$ cat src/intra_nb_pkg.sv
`default_nettype none

package intra_nb_pkg;

	localparam int pix_w   = 8;
	localparam int blk_w   = 5;  // block field of the store address
	localparam int mbx_w   = 7;  // mb column bits kept in the address
	localparam int addr_w  = 13;
	localparam int tc_w    = 5;
	localparam int edge_px = 7;

	// luma 4x4 index in H.264 scan order
	typedef logic [3:0] blk_idx_t;

	typedef struct packed {
		logic [7:0] mb_x;
		logic [7:0] mb_y;
		logic [7:0] pic_w_m1;
	} mb_pos_t;

	// 0..2 right column rows 0..2, 3..5 bottom row cols 0..2, 6 corner
	typedef logic [edge_px-1:0][pix_w-1:0] edge_t;

	typedef logic [15:0][pix_w-1:0] blk_pix_t;  // row-major, index r*4+c

	typedef struct packed {
		mb_pos_t         pos;
		blk_idx_t        blk;
		blk_pix_t        pix;
		logic [tc_w-1:0] tc;
		logic            res_zero;
	} wr_req_t;

	typedef struct packed {
		mb_pos_t  pos;
		blk_idx_t blk;
	} fetch_req_t;

	typedef struct packed {
		logic [addr_w-1:0] addr_a;
		logic [addr_w-1:0] addr_b;
		logic [addr_w-1:0] addr_c;
		logic [addr_w-1:0] addr_d;
		logic              avail_a;
		logic              avail_b;
		logic              avail_c;
		logic              avail_d;
		logic              c_subst;
	} nb_plan_t;

	typedef struct packed {
		logic [pix_w-1:0] a, b, c, d, e, f, g, h, i, j, k, l, m;
		logic             avail_a;
		logic             avail_b;
		logic [tc_w-1:0]  tc_a;
		logic [tc_w-1:0]  tc_b;
	} nb_pix_t;

	typedef enum logic [2:0] {
		idle = 3'd0,
		rd_a = 3'd1,
		rd_b = 3'd2,
		rd_c = 3'd3,
		rd_d = 3'd4
	} fetch_state_t;

	// {mb column, mb row parity, block}
	function automatic logic [addr_w-1:0] blk_addr(input logic [7:0] mb_x,
			input logic row_par, input blk_idx_t blk);
		return {mb_x[mbx_w-1:0], row_par, {(blk_w - 4){1'b0}}, blk};
	endfunction

endpackage

`default_nettype wire

$ cat src/intra_nb_result.sv
`timescale 1ns/1ns
`default_nettype none

module intra_nb_result (
	input wire clk,
	input wire reset_n,
	input wire intra_nb_pkg::fetch_state_t step,
	input wire intra_nb_pkg::nb_plan_t plan,
	input wire intra_nb_pkg::edge_t edge_rd,
	input wire [intra_nb_pkg::tc_w-1:0] tc_rd,
	output logic nb_valid,
	output intra_nb_pkg::nb_pix_t nb
);

	intra_nb_pkg::fetch_state_t step_q;  // lines up with store data
	intra_nb_pkg::nb_plan_t plan_q;

	always_ff @(posedge clk or negedge reset_n) begin
		if (!reset_n)
			step_q <= intra_nb_pkg::idle;
		else
			step_q <= step;
	end

	// decode output only holds during the strobe, keep it for the walk
	always_ff @(posedge clk) begin
		if (step == intra_nb_pkg::idle)
			plan_q <= plan;
	end

	always_ff @(posedge clk or negedge reset_n) begin
		if (!reset_n) begin
			nb       <= '0;
			nb_valid <= 1'b0;
		end else begin
			nb_valid <= (step_q == intra_nb_pkg::rd_d);
			case (step_q)
				intra_nb_pkg::rd_a: begin
					nb.avail_a <= plan_q.avail_a;
					nb.i       <= plan_q.avail_a ? edge_rd[0] : '0;
					nb.j       <= plan_q.avail_a ? edge_rd[1] : '0;
					nb.k       <= plan_q.avail_a ? edge_rd[2] : '0;
					nb.l       <= plan_q.avail_a ? edge_rd[6] : '0;
					nb.tc_a    <= plan_q.avail_a ? tc_rd : '0;
				end
				intra_nb_pkg::rd_b: begin
					nb.avail_b <= plan_q.avail_b;
					nb.a       <= plan_q.avail_b ? edge_rd[3] : '0;
					nb.b       <= plan_q.avail_b ? edge_rd[4] : '0;
					nb.c       <= plan_q.avail_b ? edge_rd[5] : '0;
					nb.d       <= plan_q.avail_b ? edge_rd[6] : '0;
					nb.tc_b    <= plan_q.avail_b ? tc_rd : '0;
				end
				intra_nb_pkg::rd_c: begin
					nb.e <= plan_q.c_subst ? nb.d : edge_rd[3];  // d captured last cycle
					nb.f <= plan_q.c_subst ? nb.d : edge_rd[4];
					nb.g <= plan_q.c_subst ? nb.d : edge_rd[5];
					nb.h <= plan_q.c_subst ? nb.d : edge_rd[6];
				end
				intra_nb_pkg::rd_d: nb.m <= plan_q.avail_d ? edge_rd[6] : '0;
				default: ;
			endcase
		end
	end

endmodule

`default_nettype wire

$ cat config.mk
export PLATFORM = sky130hd
export DESIGN_NAME = intra_nb_result
export DESIGN_NICKNAME = d
export VERILOG_FILES = /design/src/intra_nb_pkg.sv /design/src/intra_nb_result.sv
export SDC_FILE = /design/constraint.sdc
export NUM_CORES = 1
export LEC_CHECK = 0
export ABC_AREA = 1
export ABC_CLOCK_PERIOD_IN_PS = 1350
export BUFFER_PORTS_ARGS = -buffer_cell sky130_fd_sc_hd__buf_4
export CAP_MARGIN = 5
export CORE_ASPECT_RATIO = 1.5
export CORE_UTILIZATION = 35
export DETAILED_ROUTE_END_ITERATION = 12
export PLACE_DENSITY = 0.7
export SLEW_MARGIN = 20
export SYNTH_ARGS = -nofsm -noshare
export SYNTH_HDL_FRONTEND = slang
export SYNTH_SLANG_ARGS = --single-unit
$ cat constraint.sdc
create_clock -name clk -period 1.35 [get_ports clk]
set_clock_uncertainty 0.2 [all_clocks]
set_input_delay 0.3375 -clock clk [delete_from_list [all_inputs] [get_ports clk]]
set_output_delay 0.3375 -clock clk [all_outputs]
set_load 0.01 [all_outputs]
[Word-level counts from Yosys, hierarchy flattened]
Cells that the tools add are included.
Word-level totals
  bits of input ports: 123
  word-level logic and storage cells: 43
  bits in registers: 124
  output and inout port bits: 117
Cells by class
  reductions and logical operators: 1
  mux-type cells: 15
  eq/ne operators: 4
Operator list (count)
  $mux W8: 13
  $mux W5: 2
  $eq A3 B2 Y1 const B: 2
  $eq A3 B1 Y1 const B: 1
  $eq A3 B3 Y1 const B: 1
  $logic_not A3 Y1: 1

[Depth between registers and ports, before layout]
  depth in word-level cells: 1
  gate-level depth with buffers: 7
  gate-level depth less buffers: 5

[Least setup slack after synthesis]
No wires, ideal clock.
  kind: reg-to-reg
  start point: reg step_q[0]
  end point: reg nb[0] (netlist name)
  clock period less this slack: 1.410 ns
  setup slack: -0.060 ns
  stages on the path, launching flop included: 6
  data required time: 1.085 ns
  arrival: 1.145 ns
  library setup time: 0.065 ns
  buffers on the path: 2
  path through: dfrtp_1 inv_1 buf_2 buf_1 nand3_1 nand2_1
On the way
  word-level cells in the longest chain between the ends: 1
RTL lines
  from (decl): line intra_nb_result.sv:15  | intra_nb_pkg::fetch_state_t step_q;
  from (signal assigned): line intra_nb_result.sv:20  | step_q <= intra_nb_pkg::idle;
  from (signal assigned): line intra_nb_result.sv:22  | step_q <= step;
  $eq A3 B2 Y1: line intra_nb_result.sv:37  | case (step_q)
  to (decl): line intra_nb_result.sv:12  | output intra_nb_pkg::nb_pix_t nb
Every way passes these cells.
A chain may end at the register's enable or synchronous reset.

[Worst setup path after layout]
  start point: reg step_q[2]
  end point: reg nb[32] (netlist name)
On the way
  word-level cells in the longest chain between the ends: 1
RTL lines (line)
  $eq A3 B1 Y1: intra_nb_result.sv:37
Every way passes these cells.

==> results.md <==
* Status: complete, but fails checks
* Failing checks: negative setup slack
* Final worst slack at -0.196 ns
* Post-DR vias/cell at 4.86
* Crit path DAT at 1.64 ns
* Final Hold Viols at 0
* Total track usage at 0.231
* WP buf/inv at 3
* Grt ovf at 0
* # H-tree levels at 4
* Crit path largest cell delay at between 0.4 and 0.5 ns
* Cts bufs inserted at 17
* Tightest Hold Check Type: in -> reg
* CTS Buffer Depth at 2
* Leading cell types in the layout, fill and taps excluded: nand2_1 (340), buf_4 (147), buf_6 (129), dfrtp_1 (119), inv_1 (84)
* Die W at 106 µm
* Final weighted congestion in routability-driven placement at 0.854
* Initial Utilization at 0.361
* Final Max Tran Viols at 0
* TritonRoute pass-1 iters at 4
* Avg Synthesized Cell Area at 7.44 µm²
* DR WL/cell at 18.0 µm
* Area grow syn2layout at 81.1%
* Commonest non-fill, non-tap cell in the layout: nand2_1
* Die ar. at 0.0168 mm²
* Clock Latency Late Sink at 0.42 ns
* Gate Count Post-Synth at 765
* Synth top area cells: dfrtp_1 (53%), nand2_1 (28%), nand3_1 (7.5%)
* WS Path Type: reg -> reg
* Synth area leader: dfrtp_1
* Most crowded layer after global routing: met2
* Synthesized cell area at roughly 0.0057 mm²
* Worst path cell trace: inv_2 > buf_12 > nand3_4 > buf_16 > nand2_1 > nand2_1
* First-pass GRT wire length at 29.5 mm
* CP top delay family: buffers and inverters
* Vias in the first global route at ~5600
* Util after Layout at 0.654
* Root buffer cell: clkbuf_16
* Slowest CP cell: dfrtp_1
* Max Cap Viol at 0
* Largest net degree at the start of global routing at 42
* CTS tree: yes
* Worst Tran Pin Value at 0.305 ns
* Post-synth top area share at 0.527
* Sequential area share after synthesis at 0.548
* # nets final at roughly 1200
* Core area at 0.0158 mm²
* Crit share post-route at 1.15
* Clk slew on worst S/H paths at about 0.060 ns
* Met2 global-route usage at 0.385
* Die Y at roughly 160 µm
* Mapped Nets at a little under 900
* Antenna diodes at 0
* Ports at 240
* Buffers on Ports at 186
* Setup violations, final at 225
* Achievable Freq at 0.647 GHz
* Site Rows at 56
* Routed Antenna Nets at 0
* Routed WL at 23.0 mm
* Total power draw at 13100 µW
* Count of different cell masters after synthesis at 13
* DRC errors left at 0
* Clk sink count at 124
* Ys Warns at 0
* Grt met3 use at 0.0502
* Most common cell on crit path: nand2_1
* Routed vias at 6202
* DP HPWL at 12.1 mm
* Initial antenna violation count at 0
* Number of DRC markers in iteration 0 at 383
* GR Layer Usage met1 at 0.282
* Slew headroom at 0.797
* Final min period at around 1.5 ns
* Peak VDD IR at 0.780 mV
* Leakage Power at around 0.006 µW
* CP endpoint kind: flip-flop
* Synthesized flop and latch total at approximately 120
* Layout cell share with drive strength beyond 1 at 0.433
* CP required at between 1 and 1.5 ns
* Startpoint Class: flip-flop
* Crit path max fanout at 19
* PD cells at 1270 mW/mm²
* RSZ-0062 raised after global routing: yes
==> layer usage <==
metal	part of all wire	up-vias
li1	-	2887
met1	0.37	2948
met2	0.52	281
met3	0.060	86
met4	0.057	0
met5	0	-
==> sequential cells by signal, summed over array words and instances (netlist names) <==
signal,flops
nb_valid,1
nb,116
plan_q,4
step_q,3
==> power breakdown <==
part	leakage, µW	switching (µW)	internal, µW
Combinational	0.00407	1690	2140
Sequential	0.00157	491	4310
Clock	0.000278	1750	2760
Total	0.00592	3930	9210
==> synthesized netlist by cell type (all sizes together) <==
library cell	number
dfrtp	120
nor2	4
nand2	420
nor3	1
edfxtp	4
buf	28
clkbuf	14
nand3	85
nand4	2
inv	87
==> through the flow <==
step	setup TNS [ns]	setup slack, ns	std cells	hold WS, ns	area [µm²]
6_report	-27.07	-0.196	1276	0.0223	10300
5_1_grt	-34.97	-0.349	1276	0.0314	10300
4_1_cts	-18.44	-0.163	1222	0.00839	9100
3_5_place_dp	-0.0902	-0.0165	1141	0.0254	7500
3_3_place_gp	0	0.00105	1141	0.0267	7500
2_1_floorplan	0	0.000591	765	-0.158	5700
==> timing repair <==
action,CTS,global route
setup endpoints to repair,166,233
setup buffers,36,40
endpoints found under the hold margin,127,0
hold buffers,8,0
pin swaps,2,56
resized for setup,136,161
gates cloned,5,14
==> cells by family (layout without fill, tap and decap cells) <==
family	after synthesis	after routing	synth area share
DFF	124	124	0.548
buffers and inverters	129	437	0.0929
and+or+nand+nor	512	512	0.359
==> layout make-up <==
cell class	instances	area, µm²
Fill cell	1188	5450
Timing Repair Buffer	318	3380
Sequential cell	124	3120
Multi-Input combinational cell	512	2630
Clock buffer	18	439
Inverter	87	337
Tap cell	203	254
Clock inverter	14	144
==> path summary, 6_finish.rpt <==
path,startpoint,end,slack (ns),cells after the start
setup reg to reg,step_q[2],nb[32],-0.20,6
setup / recovery,step_q[2],nb[32],-0.20,6
min in group asynchronous,reset_n,nb[111],0.14,2
hold / removal,edge_rd[45],nb[65],0.02,5
max in group asynchronous,reset_n,nb[66],0.28,3
hold reg to reg,nb[14],nb[14],0.30,2
==> tightest hold or removal path: stages <==
cell and delay (ns):
buf_4 0.09, nand2_1 0.05, nand2_1 0.05, nand2_1 0.04, nand2_1 0.05
(Power assumes the default switching activity.)
