[config.mk]
export PLATFORM = sky130hd
export DESIGN_NAME = intra_nb_decode
export DESIGN_NICKNAME = d
export VERILOG_FILES = /design/src/intra_nb_pkg.sv /design/src/intra_nb_decode.sv
export SDC_FILE = /design/constraint.sdc
export NUM_CORES = 1
export LEC_CHECK = 0
export BUFFER_PORTS_ARGS = -buffer_cell sky130_fd_sc_hd__buf_4
export CAP_MARGIN = 20
export CORE_MARGIN = 4
export CORE_UTILIZATION = 35
export DETAILED_ROUTE_END_ITERATION = 10
export MAX_ROUTING_LAYER = met4
export PLACE_DENSITY = 0.81
export SETUP_SLACK_MARGIN = 0.3
export SYNTH_ARGS = -nofsm -noshare
export SYNTH_HDL_FRONTEND = slang
export SYNTH_SLANG_ARGS = --single-unit
export TNS_END_PERCENT = 10
[constraint.sdc]
create_clock -name vclk -period 1.7
set_input_delay 0 -clock vclk [all_inputs]
set_output_delay 0 -clock vclk [all_outputs]
set_load 0.01 [all_outputs]
[src/intra_nb_pkg.sv]
`default_nettype none

package intra_nb_pkg;

	localparam int pix_w   = 8;
	localparam int blk_w   = 5;  // block field of the store address
	localparam int mbx_w   = 7;  // mb column bits kept in the address
	localparam int addr_w  = 13;
	localparam int tc_w    = 5;
	localparam int edge_px = 7;

	// luma 4x4 index in H.264 scan order
	typedef logic [3:0] blk_idx_t;

	typedef struct packed {
		logic [7:0] mb_x;
		logic [7:0] mb_y;
		logic [7:0] pic_w_m1;
	} mb_pos_t;

	// 0..2 right column rows 0..2, 3..5 bottom row cols 0..2, 6 corner
	typedef logic [edge_px-1:0][pix_w-1:0] edge_t;

	typedef logic [15:0][pix_w-1:0] blk_pix_t;  // row-major, index r*4+c

	typedef struct packed {
		mb_pos_t         pos;
		blk_idx_t        blk;
		blk_pix_t        pix;
		logic [tc_w-1:0] tc;
		logic            res_zero;
	} wr_req_t;

	typedef struct packed {
		mb_pos_t  pos;
		blk_idx_t blk;
	} fetch_req_t;

	typedef struct packed {
		logic [addr_w-1:0] addr_a;
		logic [addr_w-1:0] addr_b;
		logic [addr_w-1:0] addr_c;
		logic [addr_w-1:0] addr_d;
		logic              avail_a;
		logic              avail_b;
		logic              avail_c;
		logic              avail_d;
		logic              c_subst;
	} nb_plan_t;

	typedef struct packed {
		logic [pix_w-1:0] a, b, c, d, e, f, g, h, i, j, k, l, m;
		logic             avail_a;
		logic             avail_b;
		logic [tc_w-1:0]  tc_a;
		logic [tc_w-1:0]  tc_b;
	} nb_pix_t;

	typedef enum logic [2:0] {
		idle = 3'd0,
		rd_a = 3'd1,
		rd_b = 3'd2,
		rd_c = 3'd3,
		rd_d = 3'd4
	} fetch_state_t;

	// {mb column, mb row parity, block}
	function automatic logic [addr_w-1:0] blk_addr(input logic [7:0] mb_x,
			input logic row_par, input blk_idx_t blk);
		return {mb_x[mbx_w-1:0], row_par, {(blk_w - 4){1'b0}}, blk};
	endfunction

endpackage

`default_nettype wire

[src/intra_nb_decode.sv]
`timescale 1ns/1ns
`default_nettype none

module intra_nb_decode (
	input wire intra_nb_pkg::fetch_req_t fetch,
	output intra_nb_pkg::nb_plan_t plan
);

	intra_nb_pkg::blk_idx_t blk_a;
	intra_nb_pkg::blk_idx_t blk_b;
	intra_nb_pkg::blk_idx_t blk_c;
	intra_nb_pkg::blk_idx_t blk_d;
	logic left_col;  // neighbour A lies in the left mb
	logic top_row;   // neighbour B lies in the upper mb
	logic c_never;   // top-right not yet decoded
	logic [7:0] x_cur;
	logic [7:0] x_left;
	logic [7:0] x_right;
	logic par_cur;
	logic par_up;

	assign x_cur   = fetch.pos.mb_x;
	assign x_left  = fetch.pos.mb_x - 8'd1;
	assign x_right = fetch.pos.mb_x + 8'd1;
	assign par_cur = fetch.pos.mb_y[0];
	assign par_up  = ~fetch.pos.mb_y[0];

	assign left_col = (fetch.blk == 4'd0) || (fetch.blk == 4'd2) ||
		(fetch.blk == 4'd8) || (fetch.blk == 4'd10);
	assign top_row = (fetch.blk == 4'd0) || (fetch.blk == 4'd1) ||
		(fetch.blk == 4'd4) || (fetch.blk == 4'd5);
	assign c_never = (fetch.blk == 4'd3) || (fetch.blk == 4'd7) ||
		(fetch.blk == 4'd11) || (fetch.blk == 4'd13) || (fetch.blk == 4'd15);

	// neighbour block index per position, {A, B, C, D}
	always_comb begin
		case (fetch.blk)
			4'd0:    {blk_a, blk_b, blk_c, blk_d} = {4'd5, 4'd10, 4'd11, 4'd15};
			4'd1:    {blk_a, blk_b, blk_c, blk_d} = {4'd0, 4'd11, 4'd14, 4'd10};
			4'd2:    {blk_a, blk_b, blk_c, blk_d} = {4'd7, 4'd0, 4'd1, 4'd5};
			4'd3:    {blk_a, blk_b, blk_c, blk_d} = {4'd2, 4'd1, 4'd4, 4'd0};
			4'd4:    {blk_a, blk_b, blk_c, blk_d} = {4'd1, 4'd14, 4'd15, 4'd11};
			4'd5:    {blk_a, blk_b, blk_c, blk_d} = {4'd4, 4'd15, 4'd10, 4'd14};
			4'd6:    {blk_a, blk_b, blk_c, blk_d} = {4'd3, 4'd4, 4'd5, 4'd1};
			4'd7:    {blk_a, blk_b, blk_c, blk_d} = {4'd6, 4'd5, 4'd0, 4'd4};
			4'd8:    {blk_a, blk_b, blk_c, blk_d} = {4'd13, 4'd2, 4'd3, 4'd7};
			4'd9:    {blk_a, blk_b, blk_c, blk_d} = {4'd8, 4'd3, 4'd6, 4'd2};
			4'd10:   {blk_a, blk_b, blk_c, blk_d} = {4'd15, 4'd8, 4'd9, 4'd13};
			4'd11:   {blk_a, blk_b, blk_c, blk_d} = {4'd10, 4'd9, 4'd12, 4'd8};
			4'd12:   {blk_a, blk_b, blk_c, blk_d} = {4'd9, 4'd6, 4'd7, 4'd3};
			4'd13:   {blk_a, blk_b, blk_c, blk_d} = {4'd12, 4'd7, 4'd0, 4'd6};
			4'd14:   {blk_a, blk_b, blk_c, blk_d} = {4'd11, 4'd12, 4'd13, 4'd9};
			default: {blk_a, blk_b, blk_c, blk_d} = {4'd14, 4'd13, 4'd0, 4'd12};
		endcase
	end

	always_comb begin
		plan.avail_a = !(left_col && (fetch.pos.mb_x == 8'd0));
		plan.avail_b = !(top_row && (fetch.pos.mb_y == 8'd0));
		plan.avail_c = !(c_never || (top_row && (fetch.pos.mb_y == 8'd0)) ||
			((fetch.blk == 4'd5) && (fetch.pos.mb_x == fetch.pos.pic_w_m1)));
		plan.avail_d = !((top_row && (fetch.pos.mb_y == 8'd0)) ||
			(left_col && (fetch.pos.mb_x == 8'd0)));
		plan.c_subst = !plan.avail_c;

		plan.addr_a = intra_nb_pkg::blk_addr(left_col ? x_left : x_cur, par_cur, blk_a);
		plan.addr_b = intra_nb_pkg::blk_addr(x_cur, top_row ? par_up : par_cur, blk_b);
		if (plan.avail_c)
			plan.addr_c = intra_nb_pkg::blk_addr((fetch.blk == 4'd5) ? x_right : x_cur,
				top_row ? par_up : par_cur, blk_c);
		else
			plan.addr_c = plan.addr_b;  // reread top, corner gets repeated
		if (plan.avail_d)
			plan.addr_d = intra_nb_pkg::blk_addr(left_col ? x_left : x_cur,
				top_row ? par_up : par_cur, blk_d);
		else
			plan.addr_d = '0;
	end

endmodule

`default_nettype wire

Word level (Yosys, flattened, before mapping)
Memory sizes are Yosys's and may differ from the RTL's.
Index checks and enable logic that the tools add are counted.
- register bits: 0
- input port bits: 28
- memories kept: 1
- memory bits (read-only): 256
- logic and storage cells: 44
- output and inout port bits: 57
- memories (name ; words ; bits a word ; read ports ; clocked after Yosys merged registers in ; wr ports ; line ; source):
    (no name shown) ; 16 ; 16 ; 1 ; 0 ; 0 ; intra_nb_decode.sv:37 ; case (fetch.blk)
- reduce and logical (&&, ||, !) cells: 23
- eq/ne operators: 12
- mux-type cells: 5
- add/sub/neg operators: 2
- bitwise gates (word level): 1
- operators by type and width (operator ; number):
    13-bit 2-to-1 mux ; 2
    4-bit equality test (second input constant) ; 5
    8-bit zero test ; 2
    7-bit 2-to-1 mux ; 2
    1-bit logical OR ; 13
    4-bit by 3-bit equality test with 1-bit output (second input constant) ; 3
    4-bit by 2-bit equality test with 1-bit output (second input constant) ; 2
    8-bit equality test ; 1
    7-bit by 1-bit adder with 7-bit output (second input constant) ; 1
    7-bit by 1-bit subtractor with 7-bit output (second input constant) ; 1
    4-bit by 1-bit equality test with 1-bit output (second input constant) ; 1
    1-bit zero test ; 4
    4-bit zero test ; 1
    1-bit logical AND ; 3
    1-bit 2-to-1 mux ; 1
    1-bit inverter ; 1

Depth between registers and ports, before layout
- depth after elaboration: 8
- gate-level depth with buffers: 10
- depth with buffers taken out: 7

Worst setup path before layout
OpenSTA, ideal clock, no wires.
- kind: in2out
- start: in fetch[1] in the netlist's numbering
- end: out plan[30] in the netlist's numbering
- required time: 1.700 ns
- path buffers: 3
- stages on the path: 10
- setup slack: -0.083 ns
- arrival time: 1.783 ns
- cell sequence: clkbuf_1 inv_1 ha_1 nor2b_1 and4_1 clkbuf_1 inv_1 clkbuf_1 nand4_1 xnor2_1
- RTL lines (item ; line ; source):
    from (decl) ; intra_nb_decode.sv:5 ; input wire intra_nb_pkg::fetch_req_t fetch,
    to (decl) ; intra_nb_decode.sv:6 ; output intra_nb_pkg::nb_plan_t plan

==> impl_metrics.tcl <==
set metrics [dict create \
    status "finished clean" \
    max_freq_mhz 620 \
    utilization_pct 64.6 \
    cp.depth 7 \
    area_delta_synth_final_pct 69.6 \
    drt_wl_total_mm 3.01 \
    via_per_inst 4.86 \
    grt_max_degree 15 \
    maxSlewViolCount 0 \
    critical_path_buf_inv_count 2 \
    ys_seq_area_share_pct 0 \
    max_stage_delay_ns 0.37 \
    synth.most_common_cell "buf_4" \
    p_leak_nw 0.768 \
    critPathLaunch "fetch[2]" \
    rsz0062_at_grt "yes" \
    setup_viol 0 \
    dpl.hpwl_mm 2.56 \
    cp_slowest_cell "or3_4" \
    detail-route-antenna-nets 0 \
    period_minus_slack_ns 1.61 \
    layout.area.seq_sq_um 0 \
    synth_top_cell_area_share_pct 14.7 \
    crit_path_end "plan[16]" \
    fin_setup_tns_ns 0 \
    die_y_um 57.8 \
    drtIter0Drc 15 \
    cap_violations 0 \
    synth_commonest_cells "buf_4 (17), xnor2_1 (11), and3_1 (10), xor2_1 (10)" \
    grt-ovfl-total 0 \
    grt_pass1_wl_mm 4.69 \
    worst-path-max-fanout 2 \
    clock_buffers 0 \
    start_util_pct 38.1 \
    peakVddDrop_mv 0.212 \
    die_w_um 57.8 \
    antennaDiodeCount 0 \
    fin_crit_sh_pct 94.9 \
    hold_violations 0 \
    cp_common_cell "or3_4" \
    num_vias 1089 \
    yosysTopAreaCell "buf_4" \
    dr.pass1.iters 4 \
    start_kind "input pin" \
    grt_pass1_vias 1057 \
    cp_data_required_time_ns 1.70 \
    synth_cells 126 \
    crit_family "simple AND/OR/NAND/NOR gates" \
    drive_gt1_share_pct 55.1 \
    wl_per_cell_um 13.4 \
    placement.io_buffers 81 \
    yosysUniqueCellTypes 32 \
    antenna_found_initial 0 \
    hold_class "input pin to output port" \
    fin_nets 232 \
    drc 0 \
    synth.top_cells.by_area "buf_4 (15%), xnor2_1 (11%), xor2_1 (10%)" \
    avgSynthCellArea_sq_um 6.88 \
    worstPathArrival_ns 1.61 \
    seq_cells 0 \
    yosysWarningCount 0 \
    dieArea_sq_um 3340 \
    rows 17 \
    ios 85 \
    criticalPathCategory "input pin to output port" \
    core_area_sq_um 2280 \
    p_per_area_nw_per_um2 264 \
    endpoint_kind "output port" \
    syn_area_sq_um 867 \
    grt_use_total_pct 17.1 \
    crit_chain "buf_4, or3_4, or3_4, or3_4, xnor2_4, nor2b_4, buf_4" \
    gp_congestion 0.849 \
]
[timing repair]
action                                  CTS  global route
hold endpoints to repair                  0             0
gates resized for setup                   7             1
pin swaps                                 5             1
setup buffers                             2             1
hold buffers                              0             0
endpoints found under the setup margin   23            26
[cells in the final DEF, fill, tap and decap left out, drive strengths merged, types with 2 or more instances in the layout]
master and n:
nand2 7, ha 6, nor2b 4, conb 4
inv 9, xor2 10, buf 92, nand4 4
and3 10, or3 3, nor4 3, nand3 3
o21ai 3, nor3 4, nor2 9, xnor2 12
a21oi 2
[per-layer routing]
metal / track usage, % / wire (um)
met5: - / 0
met4: 2.32 / 32
met3: 1.34 / 159
met2: 32.7 / 1620
met1: 19.5 / 1200
[how the worst min path moves through the flow]
| stage | start | endpoint | cells after the start |
|---|---|---|---|
| 2_1_floorplan | fetch[25] | plan[55] | 1 |
| 3_3_place_gp | fetch[12] | plan[49] | 2 |
| 3_5_place_dp | fetch[12] | plan[49] | 2 |
| 4_1_cts | fetch[12] | plan[49] | 2 |
| 5_1_grt | fetch[12] | plan[49] | 2 |
| 6_report | fetch[12] | plan[49] | 2 |
[per-stage QoR]
step	cells	worst slack, ns	hold WS [ns]	power [mW]	area, sq um
3_5_place_dp	221	0.0743	0.211	0.388	1430
6_report	224	0.0864	0.209	0.388	1470
4_1_cts	223	0.0743	0.211	0.392	1460
3_3_place_gp	221	0.100	0.205	0.382	1430
5_1_grt	224	0.0250	0.221	0.421	1470
2_1_floorplan	129	0.162	0.0633	0.205	908
[area by class of cell]
| class | count | area (sq um) |
|---|---|---|
| multi-input cells | 95 | 708 |
| repair buffers | 92 | 691 |
| fillers | 220 | 806 |
| inverters | 9 | 36.3 |
| well taps | 28 | 35.0 |
[report_power, final]
| part | internal [mW] | leakage (nW) | switching (mW) | total, mW |
|---|---|---|---|---|
| logic | 0.210 | 0.768 | 0.178 | 0.388 |
| registers | 0 | 0 | 0 | 0 |
| clock network | 0 | 0 | 0 | 0 |
[kinds of logic after synthesis]
logic type | Yosys count | share of synthesized area (%)
AO/OA/AOI/OAI | 12 | 9.53
XOR/XNOR | 22 | 23.1
adder cells (fa/ha/maj) | 6 | 8.66
buffers and inverters | 34 | 23.8
multiplexers | 1 | 1.30
other | 1 | 0.432
AND/OR/NAND/NOR | 50 | 33.2
(Power assumes the default switching activity.)
