[config.mk]
export PLATFORM = sky130hd
export DESIGN_NAME = intra_nb_fetch
export DESIGN_NICKNAME = d
export VERILOG_FILES = /design/src/intra_nb_pkg.sv /design/src/intra_nb_fetch.sv
export SDC_FILE = /design/constraint.sdc
export NUM_CORES = 1
export LEC_CHECK = 0
export BUFFER_PORTS_ARGS = -buffer_cell sky130_fd_sc_hd__buf_4
export CAP_MARGIN = 15
export CORE_ASPECT_RATIO = 1.25
export CORE_UTILIZATION = 53
export CTS_CLUSTER_SIZE = 8
export DETAILED_ROUTE_END_ITERATION = 8
export GPL_TIMING_DRIVEN = 0
export PLACE_DENSITY = 0.84
export SLEW_MARGIN = 20
export SYNTH_ARGS = -nofsm -noshare
export SYNTH_HDL_FRONTEND = slang
export SYNTH_SLANG_ARGS = --single-unit
[constraint.sdc]
create_clock -name clk -period 4.4 [get_ports clk]
set_input_delay 0.44 -clock clk [delete_from_list [all_inputs] [get_ports clk]]
set_output_delay 0.44 -clock clk [all_outputs]
set_load 0.01 [all_outputs]
[src/intra_nb_pkg.sv]
`default_nettype none

package intra_nb_pkg;

	localparam int pix_w   = 8;
	localparam int blk_w   = 5;  // block field of the store address
	localparam int mbx_w   = 7;  // mb column bits kept in the address
	localparam int addr_w  = 13;
	localparam int tc_w    = 5;
	localparam int edge_px = 7;

	// luma 4x4 index in H.264 scan order
	typedef logic [3:0] blk_idx_t;

	typedef struct packed {
		logic [7:0] mb_x;
		logic [7:0] mb_y;
		logic [7:0] pic_w_m1;
	} mb_pos_t;

	// 0..2 right column rows 0..2, 3..5 bottom row cols 0..2, 6 corner
	typedef logic [edge_px-1:0][pix_w-1:0] edge_t;

	typedef logic [15:0][pix_w-1:0] blk_pix_t;  // row-major, index r*4+c

	typedef struct packed {
		mb_pos_t         pos;
		blk_idx_t        blk;
		blk_pix_t        pix;
		logic [tc_w-1:0] tc;
		logic            res_zero;
	} wr_req_t;

	typedef struct packed {
		mb_pos_t  pos;
		blk_idx_t blk;
	} fetch_req_t;

	typedef struct packed {
		logic [addr_w-1:0] addr_a;
		logic [addr_w-1:0] addr_b;
		logic [addr_w-1:0] addr_c;
		logic [addr_w-1:0] addr_d;
		logic              avail_a;
		logic              avail_b;
		logic              avail_c;
		logic              avail_d;
		logic              c_subst;
	} nb_plan_t;

	typedef struct packed {
		logic [pix_w-1:0] a, b, c, d, e, f, g, h, i, j, k, l, m;
		logic             avail_a;
		logic             avail_b;
		logic [tc_w-1:0]  tc_a;
		logic [tc_w-1:0]  tc_b;
	} nb_pix_t;

	typedef enum logic [2:0] {
		idle = 3'd0,
		rd_a = 3'd1,
		rd_b = 3'd2,
		rd_c = 3'd3,
		rd_d = 3'd4
	} fetch_state_t;

	// {mb column, mb row parity, block}
	function automatic logic [addr_w-1:0] blk_addr(input logic [7:0] mb_x,
			input logic row_par, input blk_idx_t blk);
		return {mb_x[mbx_w-1:0], row_par, {(blk_w - 4){1'b0}}, blk};
	endfunction

endpackage

`default_nettype wire

[src/intra_nb_fetch.sv]
`timescale 1ns/1ns
`default_nettype none

module intra_nb_fetch (
	input wire clk,
	input wire reset_n,
	input wire fetch_valid,
	input wire intra_nb_pkg::nb_plan_t plan,
	output logic rd_en,
	output logic [intra_nb_pkg::addr_w-1:0] rd_addr,
	output intra_nb_pkg::fetch_state_t step,
	output logic busy
);

	intra_nb_pkg::fetch_state_t state;
	intra_nb_pkg::nb_plan_t plan_q;
	logic accept;

	assign busy   = (state != intra_nb_pkg::idle);
	assign accept = fetch_valid && !busy;  // strobes during a walk are lost
	assign rd_en  = busy;
	assign step   = state;

	// every step takes its cycle, missing or not
	always_ff @(posedge clk or negedge reset_n) begin
		if (!reset_n) begin
			state <= intra_nb_pkg::idle;
		end else begin
			case (state)
				intra_nb_pkg::idle: if (accept) state <= intra_nb_pkg::rd_a;
				intra_nb_pkg::rd_a: state <= intra_nb_pkg::rd_b;
				intra_nb_pkg::rd_b: state <= intra_nb_pkg::rd_c;
				intra_nb_pkg::rd_c: state <= intra_nb_pkg::rd_d;
				default:            state <= intra_nb_pkg::idle;
			endcase
		end
	end

	always_ff @(posedge clk) begin
		if (accept)
			plan_q <= plan;
	end

	always_comb begin
		case (state)
			intra_nb_pkg::rd_a: rd_addr = plan_q.addr_a;
			intra_nb_pkg::rd_b: rd_addr = plan_q.addr_b;
			intra_nb_pkg::rd_c: rd_addr = plan_q.addr_c;
			intra_nb_pkg::rd_d: rd_addr = plan_q.addr_d;
			default:            rd_addr = '0;
		endcase
	end

endmodule

`default_nettype wire

# Word-level counts from Yosys, hierarchy flattened

Cells that the tools add are included.

Multiplexer cells: 3
Reduce and logical (&&, ||, !) cells: 4
Equality and inequality tests: 5

Operators by type and width:

| cell                                                             | number |
|---|---|
| 13-bit case mux with 4 select lines                              | 1 |
| 3-bit case mux with 4 select lines                               | 1 |
| 3-bit by 2-bit == test with 1-bit output (second input constant) | 2 |
| 3-bit by 1-bit == test with 1-bit output (second input constant) | 1 |
| 3-bit == test (second input constant)                            | 1 |
| 3-bit zero test                                                  | 1 |
| 3-bit two-way mux                                                | 1 |
| 3-bit nonzero test                                               | 1 |
| 2-bit != test (second input constant)                            | 1 |
| 1-bit logical AND                                                | 1 |
| 1-bit zero test                                                  | 1 |

Register bits: 55
Bits of input ports: 60

# Longest topological paths before layout

Gate-level depths: netlist (run 1).

Depth after elaboration: 5
Mapped depth: 4
Mapped depth without buffers: 2

# Worst setup path after synthesis (run 1)

OpenSTA, ideal clock, no wires.

Kind: register to register
Start: register state[0] (netlist: step[0])
End: register plan_q[10] in the netlist's numbering, enable pin
Period minus slack after synthesis: 2.818 ns
Cell stages (with the launch flop): 4
Required time: 3.980 ns
Data arrival time: 2.398 ns
Path slack: 1.582 ns
Cell sequence: dfrtp_1 > buf_4 > or3_4 > nor2_2

Cells in the longest elaborated chain, start to end: 3

Ends and longest elaborated chain:

| what                     | line                 | RTL |
|---|---|---|
| start: declaration       | intra_nb_fetch.sv:15 | `intra_nb_pkg::fetch_state_t state;` |
| start signal: assignment | intra_nb_fetch.sv:27 | `state <= intra_nb_pkg::idle;` |
| start signal: assignment | intra_nb_fetch.sv:30 | `intra_nb_pkg::idle: if (accept) state <= intra_nb_pkg::rd_a;` |
| start signal: assignment | intra_nb_fetch.sv:31 | `intra_nb_pkg::rd_a: state <= intra_nb_pkg::rd_b;` |
| 3-bit nonzero test       | intra_nb_fetch.sv:19 | `assign busy = (state != intra_nb_pkg::idle);` |
| net busy                 | intra_nb_fetch.sv:12 | `output logic busy` |
| 1-bit zero test          | intra_nb_fetch.sv:20 | `assign accept = fetch_valid && !busy;` |
| 1-bit logical AND        | intra_nb_fetch.sv:20 |  |
| net accept               | intra_nb_fetch.sv:17 | `logic accept;` |
| end signal: assignment   | intra_nb_fetch.sv:41 | `plan_q <= plan;` |
| end: declaration         | intra_nb_fetch.sv:16 | `intra_nb_pkg::nb_plan_t plan_q;` |

The timed path passes the listed nets, and every way through them passes these cells.
A chain may end at the register's enable or synchronous reset.

# Worst setup path in the final report (run 1)

Start: register state[1] (netlist: step[1])
End: register plan_q[44] in the netlist's numbering, enable pin

Cells in the longest elaborated chain, start to end: 3

Ends and longest elaborated chain:

| what               | line |
|---|---|
| 3-bit nonzero test | intra_nb_fetch.sv:19 |
| 1-bit zero test    | intra_nb_fetch.sv:20 |
| 1-bit logical AND  | intra_nb_fetch.sv:20 |
| net accept         | intra_nb_fetch.sv:17 |

The timed path passes the listed nets, and every way through them passes these cells.

==> flow_summary.toml, run 1 <==
[status]
outcome = "completed"

[sta]
tightest_slew_ns = 0.763
layout_min_cycle_time_ns = 2.25
max_slew_margin_pct = 49.0
finalClockSkew_ns = 0.00946
finalSetupViolCount = 0
rsz0062_at_grt = "false"
finalCritPeriodShare_pct = 51.1
finalMaxSlewViolations = 0
fmax_mhz = 445
hold_violations = 0
setup_tns_ns = 0

[floorplanning]
core_region_area_mm2 = 0.00410
dieArea_mm2 = 0.00457
chipHeight_um = 75.3
rows = 26
die_x_um = 60.7
io_pins = 78
start_util_pct = 55.6

[grt]
grt_pass1_vias = 1438
grt_start_max_net_pins = 29
grtUsageTotal_pct = 20.7
antenna_found_initial = 0
grt_overflow = 0
grt_pass1_wl_mm = 6.57

[clock_network]
htree_num_levels = 2
cts.reportedPaths.clkPinSlew_ns = 0.09
root_buffer = "clkbuf_8"
cts-buffers-inserted = 5
insertion_delay_ns = 0.31
cts_setup_buffers = 0
ctsResizeCount = 0
clkSinkCount = 55
hold_buffers = 1
cts_buffer_depth = 2
tritoncts = "yes"

[flow_run]
cap_violations = 0

[logic_synthesis]
synth-edff-count = 52
async_reset_ff_share_pct = 5.45
seq_area_frac_synth_pct = 71.8
syn-instance-count = 128
synthesis.area_mm2 = 0.00228
yosys_warnings = 0
ys_seq_elements = 55
synth_area_per_cell_um2 = 17.8
synth.distinct_cells = 19
syn_nets = 188
synthFlopType = "edfxtp_1"

[critical_path]
r2r_slack_ns = 2.15
path_class = "reg2reg"
cp_data_required_time_ns = 4.41
crit_path_end_kind = "flop"
crit_fanout = 28
arrival_ns = 2.26
cp-start-kind = "flop"

[routing]
first_pass_iters = 4
first_iter_violations = 76
finalWirelength_mm = 4.48
drc_errors = 0
routed.top_layer = "met4"
ant_nets = 0
met2WireLength_mm = 2.51
wl_met3_um = 198
drt-wirelength-per-cell_um = 16.8
wl_met1_mm = 1.68
via_per_inst = 5.37
vias = 1428

[pwr]
total_power_mw = 1.88
peakVddDrop_mv = 0.327
powerDensity_mw_per_mm2 = 623
power_leakage_nw = 1.14

[placed_design]
dpl.cell_count = 257
dp_hpwl_mm = 3.19
io_buffers = 72
gp_congestion = 0.773

[finish]
final-instance-count-excl-fill = 266
nNetsFinal = 269
syn_to_final_growth_pct = 32.2
antennaDiodeCount = 0
final_cell_mix = "buf_4, edfxtp_1, mux2i_1, nand2_1, nand4bb_1"
final_common_cell = "buf_4"
drive_gt1_share_pct = 48.1
utilization_pct = 73.5

[hold_path]
hp-class = "in2reg"
-- critical path: stages (launching register included) --
cell and delay [ns]:
dfrtp_1 0.49, buf_6 0.19, or3_4 0.40, nor2_4 0.60, buf_16 0.26
-- sequential cells by signal (all words and copies together), names as in the netlist --
name,flops
step,3
plan_q,52
-- layer usage --
layer,global-route usage (%),vias to the layer above
met5,0,-
met4,7.83,0
met3,5.60,7
met2,38.6,43
met1,22.1,706
li1,-,672
-- worst paths after layout --
kind / from / end / depth (start not counted)
setup / recovery: step[1] / plan_q[44] / 4
hold / removal: plan[42] / plan_q[42] / 1
setup reg to reg: step[1] / plan_q[44] / 4
hold reg to reg: step[0] / step[2] / 3
max in group asynchronous: reset_n / step[0] / 2
min in group asynchronous: reset_n / step[1] / 2
-- stage by stage --
| step | hold WS (ns) | setup WS, ns | instance area (um2) |
|---|---|---|---|
| after global routing | 0.293 | 2.07 | 3010 |
| final | 0.302 | 2.15 | 3010 |
| after floorplan | 0.144 | 1.58 | 2280 |
| after global placement | 0.229 | 1.24 | 2890 |
| after detailed placement | 0.233 | 2.15 | 2920 |
| after CTS | 0.301 | 2.14 | 3010 |
-- synthesized netlist by cell type, types with 2 or more instances --
cell,number,area share [%]
nand2_1,13,2.1
inv_1,2,0.33
dfrtp_1,3,3.3
buf_2,3,0.66
edfxtp_1,52,68
buf_4,2,0.66
o221ai_2,10,6.6
mux2i_1,13,5.7
nor2_1,3,0.49
o221ai_1,3,1.2
clkbuf_1,2,0.33
buf_6,3,1.5
nand4bb_1,13,6.4
-- power breakdown --
group	internal (mW)	total [mW]	switching [mW]	leakage, nW
Combinational	0.419	0.856	0.437	0.579
Sequential	0.715	0.761	0.0466	0.518
Clock	0.112	0.261	0.149	0.0422
Total	1.25	1.88	0.632	1.14
-- kinds of logic (layout without fill, tap and decap cells) --
group | count (synthesis) | in the layout | synth area share [%]
AO/OA/AOI/OAI | 13 | 13 | 7.74
XOR/XNOR | 1 | 1 | 0.384
buffers and inverters | 12 | 94 | 3.46
flip-flops | 55 | 55 | 71.8
multiplexers | 13 | 13 | 5.71
AND/OR/NAND/NOR | 34 | 34 | 10.9
-- cell type report --
| class | count | area [um2] |
|---|---|---|
| Buffer | 10 | 71.3 |
| Clock buffer | 7 | 76.3 |
| Clock inverter | 1 | 5.00 |
| Fill cell | 271 | 1080 |
| Inverter | 2 | 7.51 |
| Multi-Input combinational cell | 61 | 569 |
| Sequential cell | 55 | 1640 |
| Tap cell | 56 | 70.1 |
| Timing Repair Buffer | 74 | 578 |
Power figures use the tool's default switching activity.
==> run 2, diff against run 1 <==
--- a/config.mk
+++ b/config.mk
@@ -8,11 +8,11 @@
 export BUFFER_PORTS_ARGS = -buffer_cell sky130_fd_sc_hd__buf_4
 export CAP_MARGIN = 15
 export CORE_ASPECT_RATIO = 1.25
-export CORE_UTILIZATION = 53
+export CORE_UTILIZATION = 49
 export CTS_CLUSTER_SIZE = 8
 export DETAILED_ROUTE_END_ITERATION = 8
 export GPL_TIMING_DRIVEN = 0
-export PLACE_DENSITY = 0.84
+export PLACE_DENSITY = 0.78
 export SLEW_MARGIN = 20
 export SYNTH_ARGS = -nofsm -noshare
 export SYNTH_HDL_FRONTEND = slang
==> constraint.sdc (replaced) <==
create_clock -name clk -period 2.15 [get_ports clk]
set_input_delay 0.215 -clock clk [delete_from_list [all_inputs] [get_ports clk]]
set_output_delay 0.215 -clock clk [all_outputs]
set_load 0.01 [all_outputs]
==> run 2 against run 1 <==
Net effect:
- register-to-register slack worse by 2.1 ns
- sequential share of layout area fell by 1.2 points
- worst setup slack worse by 2.1 ns
==> flow_summary.toml, run 2 (synthesis results as in run 1) <==
[critical_path]
path_class = "reg2reg"
cp_data_required_time_ns = 2.17
r2r_slack_ns = 0.1
crit_fanout = 20
worstReg2RegStart = "step[0]"
arrival_ns = 2.07
cp_slowest_stage_delay_ns = 0.47
crit_family = "simple AND/OR/NAND/NOR gates"
path_cells = "buf_6, or3_4, nor2_4, buf_16"
cp-startpoint = "step[0]"
crit_path_end_kind = "flop"
slowest_stage = "nor2_4"
crit_buf_inv = 2
cp-start-kind = "flop"

[floorplanning]
chipHeight_um = 78.3
start_util_pct = 51.5
core_region_area_mm2 = 0.00443
dieArea_mm2 = 0.00493
rows = 27
io_pins = 78
die_x_um = 63.0

[pwr]
powerDensity_mw_per_mm2 = 1310
power_leakage_nw = 1.17
peakVddDrop_mv = 0.708

[sta]
finalMaxSlewViolations = 0
hold_ws_ns = 0.0768
worst_slack_ns = 0.0998
rsz0062_at_grt = "false"
tightest_slew_ns = 0.584
finalCritPeriodShare_pct = 95.4
finalClockSkew_ns = 0.00975
max_slew_margin_pct = 61.0
finalSetupViolCount = 0
fmax_mhz = 488
hold_violations = 0
layout_min_cycle_time_ns = 2.05

[finish]
nNetsFinal = 270
drive_gt1_share_pct = 49.8
syn_to_final_growth_pct = 35.3
final_common_cell = "buf_4"
antennaDiodeCount = 0
top_register = "plan_q"
final_cell_mix = "buf_4, edfxtp_1, mux2i_1, nand2_1, nand4bb_1"
largest_reg_flops = 52

[placed_design]
io_buffers = 72
gp_congestion = 0.764
dp_hpwl_mm = 3.31
place_ws_ns = 0.0941

[grt]
antenna_found_initial = 0
grt_pass1_wl_mm = 7.02
grt_overflow = 0
grt_start_max_net_pins = 21
grtUsageTotal_pct = 19.2
grt_pass1_vias = 1450

[clock_network]
tritoncts = "yes"
insertion_delay_ns = 0.30
cts_buffer_depth = 2
root_buffer = "clkbuf_8"
cts-buffers-inserted = 5
cts.reportedPaths.clkPinSlew_ns = 0.10
ctsResizeCount = 0
htree_num_levels = 2
clkSinkCount = 55
cts_setup_buffers = 0

[routing]
first_iter_violations = 58
ant_nets = 0
drc_errors = 0
via_per_inst = 5.28
first_pass_iters = 4
drt-wirelength-per-cell_um = 17.0
finalWirelength_mm = 4.58
vias = 1420

[flow_run]
cap_violations = 0

[hold_path]
hp-class = "in2reg"
hp-start = "plan[38]"

[status]
outcome = "completed"
==> run 2: changes by cell type in the layout (fill, tap and decap cells not counted), sizes merged <==
cell    before  now
buf         81   82
bufinv       0    1
clkbuf       9    8
==> run 2: report_power, final <==
part           internal [mW]  leakage, nW  switching [mW]
logic                  0.896        0.591           0.895
registers               1.46        0.517          0.0964
clock network          0.377       0.0612           0.316
==> run 2: path summary, 6_finish.rpt <==
| kind | to | cells past startpoint |
|---|---|---|
| max | plan_q[37] | 4 |
| min | plan_q[38] | 1 |
| max reg2reg | plan_q[37] | 4 |
| min reg2reg | step[1] | 3 |
| max in group asynchronous | step[1] | 2 |
| min in group asynchronous | step[1] | 2 |
==> run 2: routing by layer <==
metal | vias up | part of all wire, % | track usage [%]
li1 | 671 | - | -
met1 | 692 | 37 | 22.2
met2 | 50 | 56 | 35.2
met3 | 7 | 4.5 | 3.63
met4 | 0 | 1.7 | 6.51
met5 | - | 0 | 0
==> run 2: repair_timing <==
| action | in CTS | in global routing |
|---|---|---|
| endpoints found under the hold margin | 3 | 0 |
| endpoints found under the setup margin | 0 | 26 |
| hold buffers | 1 | 0 |
==> run 2: metrics by stage <==
step           TNS, ns  total power, mW  instance area [um2]  std cells  util (%)
2_1_floorplan    -4.29             2.65                 2290        128         -
3_3_place_gp    -13.90             3.27                 2900        258      65.6
3_5_place_dp         0             3.40                 2960        260      66.8
4_1_cts              0             4.08                 3090        269      69.7
5_1_grt              0             4.24                 3090        269      69.7
6_report             0             4.04                 3090        269      69.7
==> run 2: cell type report <==
cell class / instances / area (um2)
plain buffers: 10 / 75.1
clock buffers: 6 / 82.6
clock inverters: 2 / 35.0
fillers: 305 / 1340
inverters: 2 / 7.51
multi-input cells: 61 / 569
flip-flops and latches: 55 / 1640
well taps: 58 / 72.6
repair buffers: 75 / 606
==> run 2: worst register-to-register path, stage by stage, from the launching register on <==
cell	delay [ns]
dfrtp_1	0.45
buf_6	0.18
or3_4	0.42
nor2_4	0.47
buf_16	0.23
